$ cat src/hw/mem_pkg.sv
// Memory system shared definitions
// Address geometry of the direct-mapped cache and the four-bank memory,
// plus the request and response bundles between controller, cache and memory
`default_nettype none

package mem_pkg;

   // Word and address geometry
   localparam int addr_w         = 16;
   localparam int data_w         = 16;
   localparam int tag_w          = 5;
   localparam int index_w        = 8;
   localparam int words_per_line = 4;

   // Byte address split as tag, index, word offset, byte bit
   typedef struct packed {
      logic [tag_w-1:0]                  tag;
      logic [index_w-1:0]                index;
      logic [$clog2(words_per_line)-1:0] word;
      logic                              byte_sel;
   } cache_addr_fields_t;

   // Same word, flat or split
   typedef union packed {
      logic [addr_w-1:0]  flat;
      cache_addr_fields_t f;
   } cache_addr_u;

   // Controller to cache array
   typedef struct packed {
      logic              en;
      logic              comp;
      logic              write;
      logic              valid_in;
      cache_addr_u       addr;
      logic [data_w-1:0] data;
   } cache_req_t;

   // Cache array to controller, registered
   typedef struct packed {
      logic              hit;
      logic              valid;
      logic              dirty;
      logic [tag_w-1:0]  tag_out;
      logic [data_w-1:0] data;
   } cache_rsp_t;

   // Controller to banked memory
   typedef struct packed {
      logic              rd;
      logic              wr;
      logic [addr_w-1:0] addr;
      logic [data_w-1:0] data;
   } mem_req_t;

   // Banked memory to controller
   typedef struct packed {
      logic [data_w-1:0] data;
      logic              data_valid;
      logic              stall;
   } mem_rsp_t;

endpackage

`default_nettype wire
$ cat src/hw/cache_ctrl.sv
// Cache controller
// Compares the request against the cache, writes back a dirty victim,
// fills the line from the banked memory and replays the compare
`default_nettype none

module cache_ctrl import mem_pkg::*; #(
   parameter int read_latency = 2
) (
   input  logic              clk,
   input  logic              reset,
   input  logic [addr_w-1:0] addr,
   input  logic [data_w-1:0] data_in,
   input  logic              rd,
   input  logic              wr,
   input  cache_rsp_t        cache_rsp,
   input  mem_rsp_t          mem_rsp,
   output cache_req_t        cache_req,
   output mem_req_t          mem_req,
   output logic [data_w-1:0] data_out,
   output logic              done,
   output logic              stall,
   output logic              cache_hit,
   output logic              err
);

   localparam int cnt_w = $clog2(words_per_line) + 1;
   localparam logic [cnt_w-1:0] all_words = cnt_w'(words_per_line);
   localparam logic [cnt_w-1:0] last_word = cnt_w'(words_per_line - 1);

   typedef enum logic [2:0] {
      s_idle, s_compare, s_check, s_writeback, s_fill, s_fill_wait, s_replay
   } state_t;

   state_t           state;
   state_t           state_nxt;
   cache_addr_u      req_addr;
   cache_addr_u      issue_addr;
   cache_addr_u      ret_addr;
   cache_addr_u      victim_addr;
   logic [tag_w-1:0] victim_tag;
   // Words issued and words completed in the current burst
   logic [cnt_w-1:0] issue_cnt;
   logic [cnt_w-1:0] ret_cnt;
   logic             issue_inc;
   logic             ret_inc;
   logic             cnt_clr;
   logic             req;
   logic             req_bad;
   logic             real_hit;
   logic             wb_pend;
   logic             wr_acc;
   logic             err_q;
   logic             miss_q;

   assign req_addr = addr;
   assign req      = rd | wr;
   // Odd address or both strobes
   assign req_bad  = (rd & wr) | addr[0];
   assign real_hit = cache_rsp.hit & cache_rsp.valid;
   assign data_out = cache_rsp.data;
   assign stall    = req & ~done;

   // Burst addresses by word counter
   always_comb begin
      issue_addr            = req_addr;
      issue_addr.f.word     = issue_cnt[cnt_w-2:0];
      issue_addr.f.byte_sel = 1'b0;
      ret_addr              = issue_addr;
      ret_addr.f.word       = ret_cnt[cnt_w-2:0];
      // Victim goes back under its old tag
      victim_addr           = ret_addr;
      victim_addr.f.tag     = victim_tag;
   end

   always_comb begin
      state_nxt = state;
      cache_req = '0;
      mem_req   = '0;
      issue_inc = 1'b0;
      ret_inc   = 1'b0;
      cnt_clr   = 1'b0;
      done      = 1'b0;
      err       = 1'b0;
      cache_hit = 1'b0;
      wb_pend   = 1'b0;
      wr_acc    = 1'b0;
      case (state)
         s_idle: begin
            cnt_clr = 1'b1;
            if (req) begin
               state_nxt = req_bad ? s_check : s_compare;
            end
         end
         // Compare access, writes land only on a hit
         s_compare, s_replay: begin
            cache_req.en    = 1'b1;
            cache_req.comp  = 1'b1;
            cache_req.write = wr;
            cache_req.addr  = req_addr;
            cache_req.data  = data_in;
            state_nxt       = s_check;
         end
         s_check: begin
            cnt_clr = 1'b1;
            if (err_q) begin
               done      = 1'b1;
               err       = 1'b1;
               state_nxt = s_idle;
            end else if (real_hit) begin
               done      = 1'b1;
               cache_hit = ~miss_q;
               state_nxt = s_idle;
            end else if (cache_rsp.valid && cache_rsp.dirty) begin
               state_nxt = s_writeback;
            end else begin
               state_nxt = s_fill;
            end
         end
         // Array read one cycle ahead of each bank write
         s_writeback: begin
            wb_pend       = issue_cnt != ret_cnt;
            wr_acc        = wb_pend & ~mem_rsp.stall;
            mem_req.wr    = wb_pend;
            mem_req.addr  = victim_addr.flat;
            mem_req.data  = cache_rsp.data;
            ret_inc       = wr_acc;
            // Next word only once the held one is taken
            if (issue_cnt != all_words && (!wb_pend || wr_acc)) begin
               cache_req.en   = 1'b1;
               cache_req.addr = issue_addr;
               issue_inc      = 1'b1;
            end
            if (wr_acc && ret_cnt == last_word) begin
               cnt_clr   = 1'b1;
               state_nxt = s_fill;
            end
         end
         s_fill, s_fill_wait: begin
            if (state == s_fill) begin
               mem_req.rd   = 1'b1;
               mem_req.addr = issue_addr.flat;
               issue_inc    = ~mem_rsp.stall;
               if (!mem_rsp.stall && issue_cnt == last_word) begin
                  state_nxt = s_fill_wait;
               end
            end
            // Returning words go straight into the line
            if (mem_rsp.data_valid) begin
               cache_req.en       = 1'b1;
               cache_req.write    = 1'b1;
               cache_req.valid_in = 1'b1;
               cache_req.addr     = ret_addr;
               cache_req.data     = mem_rsp.data;
               ret_inc            = 1'b1;
               if (ret_cnt == last_word) begin
                  cnt_clr   = 1'b1;
                  state_nxt = s_replay;
               end
            end
         end
         default: state_nxt = s_idle;
      endcase
   end

   always_ff @(posedge clk) begin
      if (reset) begin
         state     <= s_idle;
         issue_cnt <= '0;
         ret_cnt   <= '0;
         err_q     <= 1'b0;
         miss_q    <= 1'b0;
      end else begin
         state <= state_nxt;
         err_q <= (state == s_idle) && req && req_bad;
         // Miss flag holds until the request finishes
         if (state == s_idle) begin
            miss_q <= 1'b0;
         end else if (state == s_check && !err_q && !real_hit) begin
            miss_q <= 1'b1;
         end
         if (cnt_clr) begin
            issue_cnt <= '0;
            ret_cnt   <= '0;
         end else begin
            if (issue_inc) begin
               issue_cnt <= issue_cnt + 1'b1;
            end
            if (ret_inc) begin
               ret_cnt <= ret_cnt + 1'b1;
            end
         end
      end
   end

   // Victim tag from the first compare
   always_ff @(posedge clk) begin
      if (state == s_check) begin
         victim_tag <= cache_rsp.tag_out;
      end
   end

   // Replayed compare always finds the freshly filled line
   assert property (@(posedge clk) disable iff (reset)
      state == s_replay |=> real_hit);

   // A stalled memory strobe is held unchanged until taken
   assert property (@(posedge clk) disable iff (reset)
      (mem_req.rd || mem_req.wr) && mem_rsp.stall |=> $stable(mem_req));

   // Accepted fill reads come back after the fixed latency
   assert property (@(posedge clk) disable iff (reset)
      mem_req.rd && !mem_rsp.stall |-> ##read_latency mem_rsp.data_valid);

endmodule

`default_nettype wire

$ cat config.mk
export PLATFORM = sky130hd
export DESIGN_NAME = cache_ctrl
export DESIGN_NICKNAME = d
export VERILOG_FILES = /design/src/hw/mem_pkg.sv /design/src/hw/cache_ctrl.sv
export SDC_FILE = /design/constraint.sdc
export NUM_CORES = 1
export LEC_CHECK = 0
export BUFFER_PORTS_ARGS = -buffer_cell sky130_fd_sc_hd__buf_2
export CAP_MARGIN = 0
export CORE_ASPECT_RATIO = 0.8
export CORE_MARGIN = 1
export CORE_UTILIZATION = 37
export DETAILED_ROUTE_END_ITERATION = 7
export PLACE_DENSITY = 0.82
export SYNTH_ARGS = -nofsm -noshare
export SYNTH_HDL_FRONTEND = slang
export SYNTH_SLANG_ARGS = --single-unit
$ cat constraint.sdc
create_clock -name clk -period 2 [get_ports clk]
set_input_delay 0.1 -clock clk [delete_from_list [all_inputs] [get_ports clk]]
set_output_delay 0.1 -clock clk [all_outputs]
set_load 0.01 [all_outputs]
==> reports/metrics.cfg <==
[floorplan]
chipWidth_um=78.60
die-area_sq_um=4973
top_level_ports=168
core_sq_um=4335
fp.dieH_um=63.28
initial_core_util_pct=40.06
rows=21

[logic_synthesis]
synth-seq-cells=16
ys.flop_type=dfxtp_1
yosysWarnings=0
synth.distinct_cells=55
syn_avg_cell_area_sq_um=8.003
syn_nets=300
syn_area_sq_um=1737
syn-instance-count=217
synth_seq_area_share_pct=21.33
async_flop_share_pct=0
synth_edf_count=5
synth_top_cells_by_area=dfxtp_1 13%, a22o_1 12%, edfxtp_1 8.6%
synth_top_area_cell=dfxtp_1
synth_top_area_share_pct=12.68

[cts]
clockRootBuffer=clkbuf_8
clock_latency_ps=240
cts_tree=done
ctsHtreeMaxLevel=1
cts_buffers=3
clk_pin_slew_ps=60
ctsLongestPathBuffers=2
clock-sinks=16
cts_hold_buf=0

[setup_path]
cp.arrival_ps=1820
critPathKind=reg2out
rr_startpoint=state[0]
critPathRequiredTime_ps=1900
cp_max_fo=5
startpoint=ret_cnt[1]
startpoint_type=register
worstPathCellList=xor2_1 -> buf_4 -> or3_1 -> a21oi_2 -> a21o_1 -> buf_2
crit_path_max_incr_delay_ps=440
crit_slowest_cell=or3_1
end_kind=output pin

[hold_path]
min-delay-start=cache_rsp[20]
min_path_type=in2reg

[timing]
timing.setup.tns_ps=0
finalSetupViolations=0
maxSlewViolCount=0
final.period_utilization_pct=96.06
skew_ps=2.903
tightestPinTransition_ps=528.4
maxSlewHeadroom_pct=64.22
fmax_ghz=0.5205
hold_viol=0
grt_setup_unrepaired=false
fin_crit_ps=1921
hold_ws_ps=26.59

[detailed_routing]
viasPerCell=5.086
drc=0
dr.pass1.iters=4
drt_wl_total_um=5461
vias=2187
ant_nets=0
wl_per_cell_um=12.70
drt_iter0_markers=79

[power_and_ir_drop]
p_leak_nw=1.472
ir_worst_vdd_uv=330.2
power_mw=1.685
powerDensity_nw_per_um2=638.4

[place]
gp_congestion=0.9116
hpwl_um=4451
io_buffers=166

[layout]
syn_to_final_growth_pct=52.02
fin_nets=457
fillers=371
diodes=0
multi_input_area_sq_um=1159
seqCellArea_sq_um=376.6
layout.cells.most_common_list=166 x buf_2, 23 x a22o_1, 21 x nor2b_1, 18 x and2_1, 14 x buf_4
final_common_cell=buf_2
drive_above_1_share_pct=55.50

[job]
cap_violations=0

[grt]
gr-usage-all-layers_pct=21.24
grt_pass1_vias=1964
grt-ovfl-total=0
grt_pass1_wl_um=8576
antenna_found_initial=0
grt_max_degree=21

[status]
outcome=completed

==> metrics by stage <==
step / worst slack, ps / instances / util [%] / area [sq um]
4_1_cts: 16.13 / 430 / 60.49 / 2623
5_1_grt: 8.384 / 430 / 60.89 / 2640
6_report: 78.89 / 430 / 60.89 / 2640
3_5_place_dp: -3.719 / 424 / 58.67 / 2544
2_1_floorplan: 306.1 / 217 / - / 1737
3_3_place_gp: 140.7 / 424 / 58.67 / 2544
==> sequential cells by signal, indices dropped and copies added, names as in the netlist <==
signal / flops
miss_q: 1
state: 3
err_q: 1
ret_cnt: 3
victim_tag: 5
issue_cnt: 3
==> per-layer routing <==
metal  wire length [um]  track usage, %  vias up
li1                   -               -     1078
met1               2172           25.20      995
met2               2802           40.54      112
met4                  8           1.852        0
met5                  0               0        -
met3                477           3.913        2
==> cells by family after synthesis <==
logic type | synth area share, %
AO/OA/AOI/OAI | 28.46
XOR/XNOR | 1.946
adder cells (fa/ha/maj) | 4.179
buffers and inverters | 13.69
flip-flops | 21.33
multiplexers | 0.6484
other | 0.2159
AND/OR/NAND/NOR | 29.54
==> worst max-delay path: cells and delay by family (launching register included) <==
kind / cells / cell delay, ps
xor gates and xnor gates: 1 / 200
DFF: 1 / 360
buffers and inverters: 2 / 280
and+or+nand+nor: 1 / 440
AOI/OAI and AO/OA: 2 / 310
==> path summary, 6_finish.rpt <==
path                                      end  depth (start not counted)  slack (ps)
worst max register to register   issue_cnt[1]                          4         220
worst max-delay path            cache_req[18]                          6          80
worst min register to register         miss_q                          2         490
worst min-delay path            victim_tag[4]                          1          30
==> power breakdown <==
part	switching, mW	internal, mW	leakage (nW)	total (mW)
Clock	0.105	0.141	0.0228	0.246
Sequential	0.0530	0.385	0.138	0.438
Combinational	0.534	0.467	1.31	1.00
==> layout make-up <==
class	count	share of cell area, %
timing repair buffer	180	35.45
multi-input combinational	159	43.89
clock buffer	4	1.706
inverter	14	1.991
sequential	16	14.27
tap	57	2.701
==> synth_stat cells, drive strengths merged (2+ instances only) <==
cell    number
o31ai        2
nor4         2
or3          3
nor2        11
nand2       13
o22ai        3
a21o         2
a311oi       4
nor3b        2
o21ai        5
nor2b       22
a22o        23
a221oi       2
nand3        4
clkbuf       5
buf         23
dfxtp       11
xor2         3
a21oi       10
nor3         2
ha           5
edfxtp       5
a211oi       2
inv         14
and2        18
or3b         3
==> what timing repair did <==
action | in CTS | in global routing
endpoints found under the setup margin | 16 | 45
gates resized for setup | 4 | 8
setup buffers | 2 | 0
pin swaps | 1 | 1
Note: power is estimated with default switching activity, not from simulation.
